==> config.mk <==
export PLATFORM = sky130hd
export DESIGN_NAME = fe_top
export DESIGN_NICKNAME = d
export VERILOG_FILES = /design/src/rtl/fe_pkg.sv /design/src/rtl/rv_isa_pkg.sv /design/src/rtl/fe_top.sv /design/src/rtl/fe_if_id_reg.sv /design/src/rtl/fe_stage_if_sram.sv /design/src/rtl/fe_ras.sv /design/src/rtl/fe_btb.sv /design/src/rtl/fe_pc_gen.sv
export VERILOG_INCLUDE_DIRS = /design/src /design/src/rtl
export SDC_FILE = /design/constraint.sdc
export NUM_CORES = 1
export LEC_CHECK = 0
export BUFFER_PORTS_ARGS = -buffer_cell sky130_fd_sc_hd__clkbuf_2
export CORE_ASPECT_RATIO = 1.1
export CORE_UTILIZATION = 55
export CTS_BUF_LIST = sky130_fd_sc_hd__clkbuf_4 sky130_fd_sc_hd__clkbuf_8
export CTS_CLUSTER_SIZE = 40
export DETAILED_ROUTE_END_ITERATION = 8
export PLACE_DENSITY = 0.76
export SETUP_SLACK_MARGIN = 0.15
export SKIP_CTS_REPAIR_TIMING = 1
export SLEW_MARGIN = 20
export SYNTH_ARGS = -nofsm -noshare
export SYNTH_HDL_FRONTEND = slang
export SYNTH_SLANG_ARGS = --single-unit
==> constraint.sdc <==
create_clock -name clk -period 4.8 [get_ports clk]
set_input_delay 0 -clock clk [delete_from_list [all_inputs] [get_ports clk]]
set_output_delay 0 -clock clk [all_outputs]
set_load 0.03 [all_outputs]
==> src/rtl/fe_settings.svh <==
`ifndef FE_SETTINGS_SVH
`define FE_SETTINGS_SVH

// Address and PC width of the front end
`define FE_XLEN 32

// Direct-mapped BTB size, power of two
`define FE_BTB_ENTRIES 16

// Return address stack depth, power of two
`define FE_RAS_DEPTH 4

// First fetch address after reset
`define FE_RESET_PC 32'h0000_0000

`endif
==> src/rtl/fe_pkg.sv <==
`include "fe_settings.svh"

package fe_pkg;

  // Fetch address
  typedef logic [`FE_XLEN-1:0] pc_t;

  // BTB index sits just above the halfword/byte offset bits
  localparam int BTB_IDX_W = $clog2(`FE_BTB_ENTRIES);

  // Tag is everything above the index
  localparam int BTB_TAG_W = `FE_XLEN - BTB_IDX_W - 2;

  typedef logic [BTB_IDX_W-1:0] btb_idx_t;
  typedef logic [BTB_TAG_W-1:0] btb_tag_t;

  // RAS slot pointer, wraps on overflow
  localparam int RAS_PTR_W = $clog2(`FE_RAS_DEPTH);

  typedef logic [RAS_PTR_W-1:0] ras_ptr_t;

endpackage

==> src/rtl/rv_isa_pkg.sv <==
package rv_isa_pkg;

  // Raw 32-bit instruction word
  typedef logic [31:0] instr_t;

  // Major opcode field, bits 6:0
  typedef logic [6:0] opcode_t;

  // Architectural register number
  typedef logic [4:0] regnum_t;

  // Opcodes the front end cares about
  localparam opcode_t OP_OP_IMM = 7'b0010011;
  localparam opcode_t OP_JAL    = 7'b1101111;
  localparam opcode_t OP_JALR   = 7'b1100111;

  // x0 is hardwired zero, x1 is the link register
  localparam regnum_t REG_ZERO = 5'd0;
  localparam regnum_t REG_RA   = 5'd1;

  // addi x0, x0, 0
  localparam instr_t I_NOP = {12'h000, REG_ZERO, 3'b000, REG_ZERO, OP_OP_IMM};

endpackage

==> src/rtl/fe_top.sv <==
module fe_top (
  input  logic               clk,
  input  logic               rst_n,

  // SRAM read port
  output logic               imem_arvalid,
  output fe_pkg::pc_t        imem_araddr,
  input  rv_isa_pkg::instr_t imem_rdata,

  // Redirect from execute
  input  logic               redirect_valid,
  input  fe_pkg::pc_t        redirect_pc,

  // BTB update from execute
  input  logic               upd_valid,
  input  fe_pkg::pc_t        upd_pc,
  input  fe_pkg::pc_t        upd_tgt,
  input  logic               upd_taken,
  input  logic               upd_is_return,

  input  logic               m_ready,

  // ID-side outputs
  output rv_isa_pkg::instr_t instr_id,
  output logic               valid_id,
  output fe_pkg::pc_t        pc_id,
  output fe_pkg::pc_t        pc_plus4_id,
  output logic               btb_hit_id,
  output logic               pred_taken_id,
  output fe_pkg::pc_t        btb_tgt_id,
  output logic               btb_is_return_id,
  output logic               ras_valid_id,
  output fe_pkg::pc_t        ras_tgt_id
);

  fe_pkg::pc_t pc;
  logic        if_id_flush;
  logic        btb_hit;
  logic        btb_pred_taken;
  fe_pkg::pc_t btb_tgt;
  logic        btb_is_return;
  logic        ras_valid;
  fe_pkg::pc_t ras_tgt;

  // PC generation
  fe_pc_gen fe_pc_gen_inst (
    .clk            (clk),
    .rst_n          (rst_n),
    .m_ready        (m_ready),
    .redirect_valid (redirect_valid),
    .redirect_pc    (redirect_pc),
    .btb_hit        (btb_hit),
    .btb_pred_taken (btb_pred_taken),
    .btb_tgt        (btb_tgt),
    .btb_is_return  (btb_is_return),
    .ras_valid      (ras_valid),
    .ras_tgt        (ras_tgt),
    .pc             (pc),
    .if_id_flush    (if_id_flush)
  );

  // Predictors, both looked up in the fetch cycle
  fe_btb fe_btb_inst (
    .clk            (clk),
    .rst_n          (rst_n),
    .pc             (pc),
    .upd_valid      (upd_valid),
    .upd_pc         (upd_pc),
    .upd_tgt        (upd_tgt),
    .upd_taken      (upd_taken),
    .upd_is_return  (upd_is_return),
    .btb_hit        (btb_hit),
    .btb_pred_taken (btb_pred_taken),
    .btb_tgt        (btb_tgt),
    .btb_is_return  (btb_is_return)
  );

  // RAS is trained from the ID side
  fe_ras fe_ras_inst (
    .clk         (clk),
    .rst_n       (rst_n),
    .m_ready     (m_ready),
    .valid_id    (valid_id),
    .instr_id    (instr_id),
    .pc_plus4_id (pc_plus4_id),
    .ras_valid   (ras_valid),
    .ras_tgt     (ras_tgt)
  );

  // Fetch stage
  fe_stage_if_sram fe_stage_if_sram_inst (
    .clk          (clk),
    .rst_n        (rst_n),
    .pc           (pc),
    .if_id_flush  (if_id_flush),
    .m_ready      (m_ready),
    .imem_arvalid (imem_arvalid),
    .imem_araddr  (imem_araddr),
    .imem_rdata   (imem_rdata),
    .instr_id     (instr_id),
    .valid_id     (valid_id)
  );

  // IF/ID side fields
  fe_if_id_reg fe_if_id_reg_inst (
    .clk              (clk),
    .rst_n            (rst_n),
    .m_ready          (m_ready),
    .if_id_flush      (if_id_flush),
    .pc               (pc),
    .btb_hit          (btb_hit),
    .btb_pred_taken   (btb_pred_taken),
    .btb_tgt          (btb_tgt),
    .btb_is_return    (btb_is_return),
    .ras_valid        (ras_valid),
    .ras_tgt          (ras_tgt),
    .pc_id            (pc_id),
    .pc_plus4_id      (pc_plus4_id),
    .btb_hit_id       (btb_hit_id),
    .pred_taken_id    (pred_taken_id),
    .btb_tgt_id       (btb_tgt_id),
    .btb_is_return_id (btb_is_return_id),
    .ras_valid_id     (ras_valid_id),
    .ras_tgt_id       (ras_tgt_id)
  );

endmodule

==> src/rtl/fe_if_id_reg.sv <==
module fe_if_id_reg (
  input  logic        clk,
  input  logic        rst_n,
  input  logic        m_ready,
  input  logic        if_id_flush,

  // Fetch-side fields for the instruction at pc
  input  fe_pkg::pc_t pc,
  input  logic        btb_hit,
  input  logic        btb_pred_taken,
  input  fe_pkg::pc_t btb_tgt,
  input  logic        btb_is_return,
  input  logic        ras_valid,
  input  fe_pkg::pc_t ras_tgt,

  // ID-side copies, aligned with instr_id
  output fe_pkg::pc_t pc_id,
  output fe_pkg::pc_t pc_plus4_id,
  output logic        btb_hit_id,
  output logic        pred_taken_id,
  output fe_pkg::pc_t btb_tgt_id,
  output logic        btb_is_return_id,
  output logic        ras_valid_id,
  output fe_pkg::pc_t ras_tgt_id
);

  fe_pkg::pc_t pc_plus4;

  // Link address for calls
  assign pc_plus4 = pc + fe_pkg::pc_t'(4);

  // Prediction bits, cleared on reset and on a flush edge
  always_ff @(posedge clk) begin
    if (!rst_n) begin
      btb_hit_id       <= 1'b0;
      pred_taken_id    <= 1'b0;
      btb_is_return_id <= 1'b0;
      ras_valid_id     <= 1'b0;
    end else if (m_ready) begin
      btb_hit_id       <= btb_hit & ~if_id_flush;
      pred_taken_id    <= btb_pred_taken & ~if_id_flush;
      btb_is_return_id <= btb_is_return & ~if_id_flush;
      ras_valid_id     <= ras_valid & ~if_id_flush;
    end
  end

  // Address payload, same enable as the instruction buffer
  always_ff @(posedge clk) begin
    if (m_ready) begin
      pc_id       <= pc;
      pc_plus4_id <= pc_plus4;
      btb_tgt_id  <= btb_tgt;
      ras_tgt_id  <= ras_tgt;
    end
  end

endmodule

==> src/rtl/fe_stage_if_sram.sv <==
module fe_stage_if_sram (
  input  logic               clk,
  input  logic               rst_n,

  // Fetch address from the PC generator
  input  fe_pkg::pc_t        pc,

  // Flush request, acts only on an edge with m_ready
  input  logic               if_id_flush,

  // Back-pressure from ID
  input  logic               m_ready,

  // Zero-latency SRAM read port
  output logic               imem_arvalid,
  output fe_pkg::pc_t        imem_araddr,
  input  rv_isa_pkg::instr_t imem_rdata,

  // Buffered instruction toward ID
  output rv_isa_pkg::instr_t instr_id,
  output logic               valid_id
);

  rv_isa_pkg::instr_t instr_buf;
  logic               valid_buf;

  // SRAM is always enabled, data comes back in the same cycle
  assign imem_arvalid = 1'b1;
  assign imem_araddr  = pc;

  // Instruction buffer
  // A stall holds the current item even with a flush pending,
  // the flush lands on the first edge with m_ready
  always_ff @(posedge clk) begin
    if (!rst_n) begin
      instr_buf <= rv_isa_pkg::I_NOP;
      valid_buf <= 1'b0;
    end else if (m_ready) begin
      if (if_id_flush) begin
        // Squash into a bubble
        instr_buf <= rv_isa_pkg::I_NOP;
        valid_buf <= 1'b0;
      end else begin
        instr_buf <= imem_rdata;
        valid_buf <= 1'b1;
      end
    end
  end

  assign instr_id = instr_buf;
  assign valid_id = valid_buf;

endmodule

==> src/rtl/fe_ras.sv <==
`include "fe_settings.svh"

module fe_ras (
  input  logic               clk,
  input  logic               rst_n,
  input  logic               m_ready,

  // ID-side view used by predecode
  input  logic               valid_id,
  input  rv_isa_pkg::instr_t instr_id,
  input  fe_pkg::pc_t        pc_plus4_id,

  // Current top of stack
  output logic               ras_valid,
  output fe_pkg::pc_t        ras_tgt
);

  localparam int CNT_W = $clog2(`FE_RAS_DEPTH + 1);
  localparam logic [CNT_W-1:0] CNT_FULL = CNT_W'(`FE_RAS_DEPTH);

  fe_pkg::pc_t      stack_q [`FE_RAS_DEPTH];
  fe_pkg::ras_ptr_t ptr_q;
  fe_pkg::ras_ptr_t top_ptr;
  logic [CNT_W-1:0] count_q;

  logic consumed;
  logic is_call;
  logic is_return;

  // Predecode only acts on an instruction leaving ID
  assign consumed = valid_id & m_ready;

  // jal ra, imm
  assign is_call = consumed && (instr_id[6:0] == rv_isa_pkg::OP_JAL) &&
                   (instr_id[11:7] == rv_isa_pkg::REG_RA);

  // jalr x0, 0(ra)
  assign is_return = consumed && (instr_id[6:0] == rv_isa_pkg::OP_JALR) &&
                     (instr_id[19:15] == rv_isa_pkg::REG_RA) &&
                     (instr_id[11:7] == rv_isa_pkg::REG_ZERO);

  // ptr_q is the next free slot, top is one below
  assign top_ptr   = ptr_q - fe_pkg::ras_ptr_t'(1);
  assign ras_tgt   = stack_q[top_ptr];
  assign ras_valid = (count_q != '0);

  // Pointer and occupancy
  always_ff @(posedge clk) begin
    if (!rst_n) begin
      ptr_q   <= '0;
      count_q <= '0;
    end else if (is_call) begin
      // Wrap overwrites the oldest entry when full
      ptr_q <= ptr_q + fe_pkg::ras_ptr_t'(1);
      if (count_q != CNT_FULL) begin
        count_q <= count_q + CNT_W'(1);
      end
    end else if (is_return && ras_valid) begin
      ptr_q   <= top_ptr;
      count_q <= count_q - CNT_W'(1);
    end
  end

  // Return address storage
  always_ff @(posedge clk) begin
    if (is_call) begin
      stack_q[ptr_q] <= pc_plus4_id;
    end
  end

endmodule

==> src/rtl/fe_btb.sv <==
`include "fe_settings.svh"

module fe_btb (
  input  logic        clk,
  input  logic        rst_n,

  // Lookup address
  input  fe_pkg::pc_t pc,

  // Update port from execute
  input  logic        upd_valid,
  input  fe_pkg::pc_t upd_pc,
  input  fe_pkg::pc_t upd_tgt,
  input  logic        upd_taken,
  input  logic        upd_is_return,

  // Same-cycle lookup result
  output logic        btb_hit,
  output logic        btb_pred_taken,
  output fe_pkg::pc_t btb_tgt,
  output logic        btb_is_return
);

  localparam int IW = fe_pkg::BTB_IDX_W;

  // Entry storage, only the valid bits are control state
  logic [`FE_BTB_ENTRIES-1:0] valid_q;
  fe_pkg::btb_tag_t           tag_q    [`FE_BTB_ENTRIES];
  fe_pkg::pc_t                tgt_q    [`FE_BTB_ENTRIES];
  logic                       taken_q  [`FE_BTB_ENTRIES];
  logic                       return_q [`FE_BTB_ENTRIES];

  fe_pkg::btb_idx_t lookup_idx;
  fe_pkg::btb_tag_t lookup_tag;
  fe_pkg::btb_idx_t upd_idx;
  fe_pkg::btb_tag_t upd_tag;

  // Split both addresses into index and tag
  assign lookup_idx = pc[IW+1:2];
  assign lookup_tag = pc[`FE_XLEN-1:IW+2];
  assign upd_idx    = upd_pc[IW+1:2];
  assign upd_tag    = upd_pc[`FE_XLEN-1:IW+2];

  // Combinational lookup sees the array before this edge's write
  assign btb_hit        = valid_q[lookup_idx] && (tag_q[lookup_idx] == lookup_tag);
  assign btb_pred_taken = btb_hit & taken_q[lookup_idx];
  assign btb_tgt        = tgt_q[lookup_idx];
  assign btb_is_return  = btb_hit & return_q[lookup_idx];

  // Valid bits
  always_ff @(posedge clk) begin
    if (!rst_n) begin
      valid_q <= '0;
    end else if (upd_valid) begin
      valid_q[upd_idx] <= 1'b1;
    end
  end

  // Entry payload, overwritten whole on update
  always_ff @(posedge clk) begin
    if (upd_valid) begin
      tag_q[upd_idx]    <= upd_tag;
      tgt_q[upd_idx]    <= upd_tgt;
      taken_q[upd_idx]  <= upd_taken;
      return_q[upd_idx] <= upd_is_return;
    end
  end

endmodule

==> src/rtl/fe_pc_gen.sv <==
`include "fe_settings.svh"

module fe_pc_gen (
  input  logic        clk,
  input  logic        rst_n,
  input  logic        m_ready,

  // Redirect pulse from execute
  input  logic        redirect_valid,
  input  fe_pkg::pc_t redirect_pc,

  // BTB lookup result for the current pc
  input  logic        btb_hit,
  input  logic        btb_pred_taken,
  input  fe_pkg::pc_t btb_tgt,
  input  logic        btb_is_return,

  // Current RAS top
  input  logic        ras_valid,
  input  fe_pkg::pc_t ras_tgt,

  output fe_pkg::pc_t pc,
  output logic        if_id_flush
);

  fe_pkg::pc_t pc_next;
  logic        flush_pending;

  // Predicted next PC, redirect handled at the register
  always_comb begin
    if (btb_hit && btb_is_return && ras_valid) begin
      // Return predicted through the RAS
      pc_next = ras_tgt;
    end else if (btb_hit && btb_pred_taken) begin
      pc_next = btb_tgt;
    end else begin
      pc_next = pc + fe_pkg::pc_t'(4);
    end
  end

  // Flush acts in the redirect cycle itself and while pending
  assign if_id_flush = redirect_valid | flush_pending;

  always_ff @(posedge clk) begin
    if (!rst_n) begin
      pc            <= `FE_RESET_PC;
      flush_pending <= 1'b0;
    end else begin
      // Redirect loads pc even during a stall
      if (redirect_valid) begin
        pc <= redirect_pc;
      end else if (m_ready && !flush_pending) begin
        pc <= pc_next;
      end
      // A pending flush edge discards the fetch, so pc holds on it
      // Keep the flush alive until an edge with m_ready
      flush_pending <= if_id_flush & ~m_ready;
    end
  end

endmodule

# Word level (Yosys, flattened, before mapping)
# Memory sizes are Yosys's and may differ from the RTL's. A register that Yosys moved wholly into a read port is not among the register bits.
# Cells that the tools add are included.
# totals
ff_bits,219
inputBits,135
out_inout_bits,198
n_memories,5
ram_bits,1088
# memory_table
name,depth,word_bits,read_ports,rd_clocked_by_memory_dff,wr,line,text
fe_btb_inst.tgt_q,16,32,1,1,1,fe_btb.sv:29,fe_pkg::pc_t tgt_q [`FE_BTB_ENTRIES];
fe_btb_inst.tag_q,16,26,1,1,1,fe_btb.sv:28,fe_pkg::btb_tag_t tag_q [`FE_BTB_ENTRIES];
fe_ras_inst.stack_q,4,32,1,0,1,fe_ras.sv:21,fe_pkg::pc_t stack_q [`FE_RAS_DEPTH];
fe_btb_inst.return_q,16,1,1,1,1,fe_btb.sv:31,logic return_q [`FE_BTB_ENTRIES];
fe_btb_inst.taken_q,16,1,1,1,1,fe_btb.sv:30,logic taken_q [`FE_BTB_ENTRIES];
# op_classes
muxes,27
eq_ne,7
add_sub_neg,5
reduce_logical,18
n_bitwise,12
magnitude_cmp,3
# ops
operator,count
$mux 32,5
$add 32x3->32 const B,1
$mux 4,8
$eq 26x26->1,1
$or 16x16->16,1
$eq 7x7->1 const B,2
$logic_and 1x1->1,12
$eq 5x1->1 const B,2
$lt 4x5->1 const B,2
$mux 3,3
$and 1x1->1,8
$mux 1,7
$logic_not 5->1,1
$bmux 1 s4,1
$demux 1 s4,1
$ge 4x1->1 const B,1
$mux 2,2
$reduce_bool 2->1,2
$add 3x1->3 const B,1
$ne 3x3->1 const B,1
$reduce_bool 3->1,1
$sub 3x1->3 const B,1
$add 2x1->2 const B,1
$ne 2x2->1 const B,1
other kinds (5),6

# Depth between registers and ports, before layout
# Gate-level depths: netlist (run 1).
# depth
word_depth,11
mapped_depth,16

# By module
# From an unflattened synthesis (run 1), not the netlist that was laid out.
# hier_totals
cells_unflattened,2668
hier_area_um2,51797.2
# by_module_without_submodules
mod,seq_area_each_um2,instances,cells_each,area_each_um2
fe_btb,29148.0,1,1631,37750.0
fe_ras,3943.8,1,224,5084.9
fe_if_id_reg,3863.7,1,231,4563.1
fe_pc_gen,660.6,1,402,2752.6
fe_stage_if_sram,660.6,1,180,1646.6

# Worst setup path before layout (run 1)
# Ideal clock, no wire load.
# synth_timing
kind,input to register
from,input upd_pc[3]
to,memory fe_btb_inst.return_q[0] (enable)
path_buffers,0
t_required_ps,4245
setup_ps,555
t_arrival_ps,4647
setup_slack_ps,-402
cell_stages,2
cell_sequence,or3b_2 -> nor3_1
# synth_rtl
item,line,text
from (decl),fe_top.sv:16,"input fe_pkg::pc_t upd_pc,"
to (decl),fe_btb.sv:31,
# No word-level cell before the write port.

==> flow_summary_export.csv, run 1 <==
group,metric,value,unit
yosys,synth_cell_types,69,
floorplan,ios,333,
finish,utilization,65.9,%
power_and_ir_drop,netSwitchingPower,5500,µW
timing,finClkSkew,0.0544,ns
drt,drt_iter0_markers,3149,
yosys,ys_ff_latch,1309,
timing,fin_crit_sh,93.8,%
worst_setup_path,crit_family,"simple AND/OR/NAND/NOR gates",
worst_setup_path,path_cells,"buf_4, mux4_2, mux2i_1, mux2i_1, xnor2_1, o2111ai_1, or4b_4, nor4_4, buf_12, nand2_1, o221ai_1",
floorplan,die-area,92600,µm²
timing,drv_slew,0,
finish,final_cell_mix,"edfxtp_1, clkbuf_2, mux4_2, clkbuf_8, dlygate4sd3_1",
drt,totalWireLength,126,mm
grt,grt_pass1_wl,179,mm
yosys,ys.flop_type,"edfxtp_1",
cts,ctsRootBufferMaster,"clkbuf_8",
grt,grtUsageTotal,26.8,%
yosys,syn_area_per_cell,20.9,µm²
power_and_ir_drop,power.density,403,nW/µm²
finish,design_area,59200,µm²
floorplan,rows,115,
finish,drive_gt1_share,32.5,%
yosys,async_reset_ff_share,0,%
cts,cts.sinks,1309,
cts,cts_tree,"built",
finish,area_growth,17.9,%
worst_setup_path,r2r_cells,11,
power_and_ir_drop,power,23900,µW
worst_setup_path,cp_slowest_cell,"dfxtp_4",
yosys,netlist_area,50200,µm²
worst_setup_path,cp-start-kind,"flop",
power_and_ir_drop,pwr-share-seq,54.3,%
placement,place.gp.congestion,0.881,
yosys,yosysSeqAreaShare,76.3,%
timing,hold_viol_final,0,
worst_setup_path,cp.depth,11,
cts,clk_pin_slew,0.06,ns
drt,routed_via_density,6.19,
placement,dpl.hpwl,75.4,mm
cts,cts.htree.levels,4,
cts,clk_latency,0.87,ns
power_and_ir_drop,ir_drop,0.254,mV
yosys,yosys_warnings,0,
floorplan,die_w,290,µm
grt,grt_start_max_net_pins,87,
worst_setup_path,crit_top_cell,"mux2i_1",
drt,vias,26900,
worst_setup_path,endpoint,"fe_pc_gen_inst.pc[12]$_SDFFE_PN0N_",
yosys,netlist_instances,2399,
timing,max_freq,222,MHz
power_and_ir_drop,p_leak,0.0199,µW
min_path,hold_class,"in -> reg",
finish,nNetsFinal,3173,
power_and_ir_drop,swShare,23.1,%
grt,antenna_found_initial,9,
grt,grt_pass1_vias,26900,
drt,ant_nets,0,
worst_setup_path,r2r-end,"fe_pc_gen_inst.pc[12]$_SDFFE_PN0N_",
yosys,synth_edf_count,1214,
cts,cts_buffers,189,
drt,wl_per_cell,29.0,µm
timing,fin_setup_tns,0,ns
worst_setup_path,crit_path_end_kind,"flop",
placement,port_buffers,329,
drt,drc,0,
worst_setup_path,crit_type,"reg -> reg",
power_and_ir_drop,power_frac_clock,37.8,%
outcome,status,"finished clean",
finish,layout_commonest_cell,"edfxtp_1",
power_and_ir_drop,pwr-share-comb,7.9,%
floorplan,die_h,319,µm
worst_setup_path,cp.arrival,5.23,ns
cts,cts.path.max_buffers,3,
timing,min_period,4.50,ns
timing,rsz0062_at_grt,"false",
worst_setup_path,worstPathMaxFanout,33,
timing,tightestPinTransition,1.10,ns
floorplan,core_area,89900,µm²
flow_run,drv_cap,0,
floorplan,start_util,55.9,%
worst_setup_path,worstPathRequired,5.53,ns
grt,gr-total-overflow,0,
worst_setup_path,slowest_delay,0.74,ns
placement,placed_area,53500,µm²
drt,dr.pass1.iters,6,
yosys,syn_nets,2540,
timing,finalSetupViolCount,0,
timing,relSlewSlack,26.3,%
power_and_ir_drop,power.internal,18400,µW
worst_setup_path,regToRegSetupSlack,0.30,ns
worst_setup_path,critPathBufInv,2,
-- state kept, by name, indices dropped and copies added (netlist names), named ones only --
register / flops
fe_if_id_reg_inst.ras_valid_id: 1
fe_if_id_reg_inst.ras_tgt_id: 32
fe_if_id_reg_inst.btb_tgt_id: 32
fe_if_id_reg_inst.pc_plus4_id: 32
fe_btb_inst.taken_q: 16
fe_if_id_reg_inst.btb_is_return_id: 1
fe_stage_if_sram_inst.instr_id: 32
fe_ras_inst.ptr_q: 2
fe_stage_if_sram_inst.valid_id: 1
fe_btb_inst.valid_q: 16
fe_btb_inst.tgt_q: 512
fe_pc_gen_inst.pc: 32
fe_if_id_reg_inst.pc_id: 30
fe_if_id_reg_inst.pred_taken_id: 1
fe_ras_inst.stack_q: 128
fe_btb_inst.tag_q: 416
fe_ras_inst.count_q: 3
fe_pc_gen_inst.flush_pending: 1
fe_btb_inst.return_q: 16
fe_if_id_reg_inst.btb_hit_id: 1
-- power by group through the flow --
stage | sequential, µW | combinational [µW] | clock (µW)
after global placement | 13200 | 1720 | 0
after detailed placement | 13200 | 1750 | 0
after global routing | 13000 | 1980 | 9620
final | 13000 | 1890 | 9020
after CTS | 13000 | 1760 | 9110
after floorplan | 13300 | 901 | 0
-- through the flow --
stage | worst slack, ns | hold slack (ns) | cells
final | 0.295 | 0.0507 | 4349
after global routing | 0.152 | -0.00191 | 4346
after CTS | 0.141 | -0.711 | 4161
after detailed placement | 0.185 | 0.225 | 3828
after global placement | 0.202 | 0.221 | 3828
after floorplan | 1.04 | 0.0989 | 2399
-- worst min-delay path by stage --
stage                     cells past startpoint                                         endpoint  slack, ns      startpoint
after floorplan                               0                fe_btb_inst.return_q[0]$_DFFE_PP_        0.1   upd_is_return
after global placement                        2  fe_stage_if_sram_inst.instr_id[26]$_SDFFE_PN0P_       0.22  imem_rdata[26]
after detailed placement                      2  fe_stage_if_sram_inst.instr_id[13]$_SDFFE_PN0P_       0.22  imem_rdata[13]
after CTS                                     2  fe_stage_if_sram_inst.instr_id[19]$_SDFFE_PN0P_      -0.71  imem_rdata[19]
after global routing                          3  fe_stage_if_sram_inst.instr_id[25]$_SDFFE_PN0P_     -0.002  imem_rdata[25]
final                                         3  fe_stage_if_sram_inst.instr_id[25]$_SDFFE_PN0P_       0.05  imem_rdata[25]
-- final cells by class --
| type | instances | area (µm²) |
|---|---|---|
| sequential | 1309 | 38400 |
| fill | 5556 | 30700 |
| multi-input combinational | 941 | 11300 |
| timing repair buffer | 584 | 4190 |
| clock buffer | 259 | 3210 |
| tap | 1170 | 1460 |
| clock inverter | 74 | 676 |
| inverter | 7 | 26.3 |
| antenna | 5 | 12.5 |
-- tightest hold or removal path, cell delays in order --
cell           delay [ns]
dlygate4sd3_1        0.54
clkbuf_2             0.15
a22o_1               0.15
-- synth_stat cells, drive strengths merged, types with 5 or more instances --
master / count / area, µm²
nand3: 15 / 75.1
mux2i: 80 / 801
and4b: 6 / 60.1
nor3: 5 / 25.0
nor2: 40 / 150
a32o: 5 / 50.1
and2: 11 / 68.8
o41ai: 5 / 66.3
nand2: 138 / 518
nor3b: 12 / 90.1
dfxtp: 95 / 1900
o2111ai: 7 / 61.3
xor2: 25 / 219
and3: 10 / 62.6
mux4: 298 / 6740
a21oi: 14 / 70.1
o21a: 17 / 128
nor2b: 11 / 68.8
o221ai: 11 / 96.3
inv: 6 / 22.5
nor4: 7 / 58.8
nand4b: 5 / 43.8
nand2b: 12 / 75.1
xnor2: 40 / 350
a22o: 32 / 280
edfxtp: 1214 / 36500
a22oi: 21 / 158
o211ai: 10 / 75.1
buf: 73 / 448
o21ai: 37 / 185
clkbuf: 69 / 264
ha: 5 / 62.6
nand4: 14 / 87.6
-- routing by layer --
layer | wire, µm | vias up | share of wire, % | global-route usage, %
met5 | 83 | - | 0.066 | 0
met2 | 65200 | 1569 | 52 | 45.7
met3 | 11800 | 252 | 9.4 | 6.20
met1 | 44600 | 13900 | 35 | 33.6
li1 | - | 11200 | - | -
met4 | 4260 | 12 | 3.4 | 9.86
-- cell families after synthesis --
kind of cell / count (synthesis) / share of synthesized area, %
AOI/OAI and AO/OA: 182 / 2.72
muxes: 381 / 15.1
adders and majority gates: 6 / 0.164
xor gates and xnor gates: 65 / 1.13
DFF: 1309 / 76.3
other: 1 / 0.00746
buffers and inverters: 149 / 1.47
and+or+nand+nor: 306 / 3.08
(Power assumes the default switching activity.)
==> inputs of run 2 (changes only) <==
==> constraint.sdc (replaced) <==
create_clock -name clk -period 3.9 [get_ports clk]
set_input_delay 0 -clock clk [delete_from_list [all_inputs] [get_ports clk]]
set_output_delay 0 -clock clk [all_outputs]
set_load 0.03 [all_outputs]
==> run 2 against run 1 <==
- largest power group unchanged
- sequential cell count stayed put
- maximum frequency increased by 16%
- largest cell class unchanged
- sequential power up 22%
- first-iteration DRC count increased by 2.9%
- non-clock buffer count up 57
==> flow_summary_export.csv, run 2 (synthesized netlist as in run 1, its figures left out) <==
group,metric,value,unit
power_and_ir_drop,power.density,484,nW/µm²
placement,dpl.hpwl,79.3,mm
power_and_ir_drop,power,28900,µW
drt,totalWireLength,129,mm
timing,tightestPinTransition,1.15,ns
power_and_ir_drop,pwr-share-seq,55.1,%
finish,area_growth,18.8,%
timing,setup_slack,0.00377,ns
timing,max_freq,257,MHz
grt,grt_pass1_vias,27200,
worst_setup_path,cp-start-kind,"flop",
grt,grt_pass1_wl,181,mm
finish,nNetsFinal,3230,
grt,grtUsageTotal,27.3,%
power_and_ir_drop,swShare,23.5,%
drt,ant_nets,0,
finish,drive_gt1_share,33.9,%
worst_setup_path,cp.arrival,4.66,ns
worst_setup_path,worstPathRequired,4.66,ns
timing,hold_viol_final,0,
finish,reg.largest.list,"fe_btb_inst.tgt_q x512, fe_btb_inst.tag_q x416, fe_ras_inst.stack_q x128",
floorplan,die-area,92600,µm²
worst_setup_path,crit_path_end_kind,"flop",
timing,min_period,3.90,ns
placement,port_buffers,329,
finish,regMostFlops,"fe_btb_inst.tgt_q",
worst_setup_path,slowest_delay,0.56,ns
floorplan,die_w,290,µm
floorplan,start_util,55.9,%
finish,final_cells,4416,
grt,gr-total-overflow,0,
drt,routed_via_density,6.16,
cts,cts.htree.levels,4,
cts,cts.path.max_buffers,3,
worst_setup_path,critPathBufInv,3,
power_and_ir_drop,netSwitchingPower,6790,µW
floorplan,rows,115,
floorplan,ios,333,
timing,relSlewSlack,23.0,%
power_and_ir_drop,power.internal,22100,µW
min_path,min_from,"rst_n",
floorplan,die_h,319,µm
cts,ctsRootBufferMaster,"clkbuf_8",
power_and_ir_drop,pwr-share-comb,8.6,%
outcome,status,"finished clean",
placement,place.gp.congestion,0.902,
timing,finalSetupViolCount,0,
finish,final_cell_mix,"edfxtp_1, clkbuf_2, mux4_2, clkbuf_8, dlygate4sd3_1",
worst_setup_path,crit_type,"reg -> reg",
cts,clk_latency,0.87,ns
drt,drc,0,
worst_setup_path,path_cells,"buf_12, mux4_1, mux2i_1, mux2i_1, xor2_1, or4b_1, or4_4, nor4_4, buf_12, buf_4, a21oi_1, o41ai_2",
timing,fin_crit_sh,99.9,%
min_path,hold_class,"in -> reg",
drt,drt_iter0_markers,3239,
power_and_ir_drop,p_leak,0.0201,µW
worst_setup_path,crit_family,"simple AND/OR/NAND/NOR gates",
timing,fin_hold_ws,0.0434,ns
placement,pre_cts_ws,-0.150,ns
timing,rsz0062_at_grt,"true",
power_and_ir_drop,ir_drop,0.352,mV
grt,antenna_found_initial,19,
worst_setup_path,worstPathMaxFanout,13,
grt,grt_start_max_net_pins,109,
floorplan,core_area,89900,µm²
worst_setup_path,cp_slowest_cell,"mux4_1",
drt,dr.pass1.iters,7,
cts,cts.sinks,1309,
power_and_ir_drop,power_frac_clock,36.3,%
timing,drv_slew,0,
drt,vias,27200,
placement,dpl.cell_count,3882,
timing,finClkSkew,0.0477,ns
finish,largest_register_ffs,512,
drt,wl_per_cell,29.1,µm
cts,clk_pin_slew,0.07,ns
finish,layout_commonest_cell,"edfxtp_1",
cts,cts_buffers,189,
cts,cts_tree,"built",
flow_run,drv_cap,0,
[run 2: layout make-up]
cell class | count | area [µm²]
Inverter | 7 | 26.3
Fill cell | 5492 | 30200
Multi-Input combinational cell | 941 | 11300
Timing Repair Buffer | 641 | 4830
Clock buffer | 256 | 3140
Sequential cell | 1309 | 38400
Clock inverter | 84 | 498
Tap cell | 1170 | 1460
Antenna cell | 8 | 20.0
[run 2: power by group through the flow]
stage	sequential, µW	combinational (µW)	clock [µW]
after CTS	15900	2280	10600
final	15900	2480	10500
after floorplan	16400	1110	0
after detailed placement	16200	2280	0
after global placement	16200	2230	0
after global routing	15900	2590	11200
[run 2: metal layers]
layer	track usage, %	wire length [µm]	vias to the layer above
li1	-	-	11300
met1	33.7	45400	13900
met2	46.5	65300	1633
met3	6.41	12200	364
met4	11.1	5680	16
met5	0	89	-
[run 2: final timing paths]
kind | to | slack (ns) | cells past startpoint
setup / recovery | fe_pc_gen_inst.pc[25]$_SDFFE_PN0N_ | 0.004 | 12
hold / removal | fe_btb_inst.valid_q[8]$_SDFFE_PN0P_ | 0.04 | 2
setup reg to reg | fe_pc_gen_inst.pc[25]$_SDFFE_PN0N_ | 0.004 | 12
hold reg to reg | fe_btb_inst.valid_q[6]$_SDFFE_PN0P_ | 0.47 | 1
[run 2: stage by stage]
step | area (µm²) | setup TNS, ns | util (%)
2_1_floorplan | 50300 | 0 | -
3_3_place_gp | 54100 | -0.470 | 60.2
3_5_place_dp | 54100 | -0.560 | 60.2
4_1_cts | 57700 | -0.720 | 64.2
5_1_grt | 59700 | -1.17 | 66.4
6_report | 59700 | 0 | 66.4
[run 2: worst register-to-register path: stages (launching register included)]
cell	delay, ns
dfxtp_4	0.46
buf_12	0.17
mux4_1	0.57
mux2i_1	0.14
mux2i_1	0.12
xor2_1	0.18
or4b_1	0.55
or4_4	0.51
nor4_4	0.32
buf_12	0.18
buf_4	0.16
a21oi_1	0.08
o41ai_2	0.35
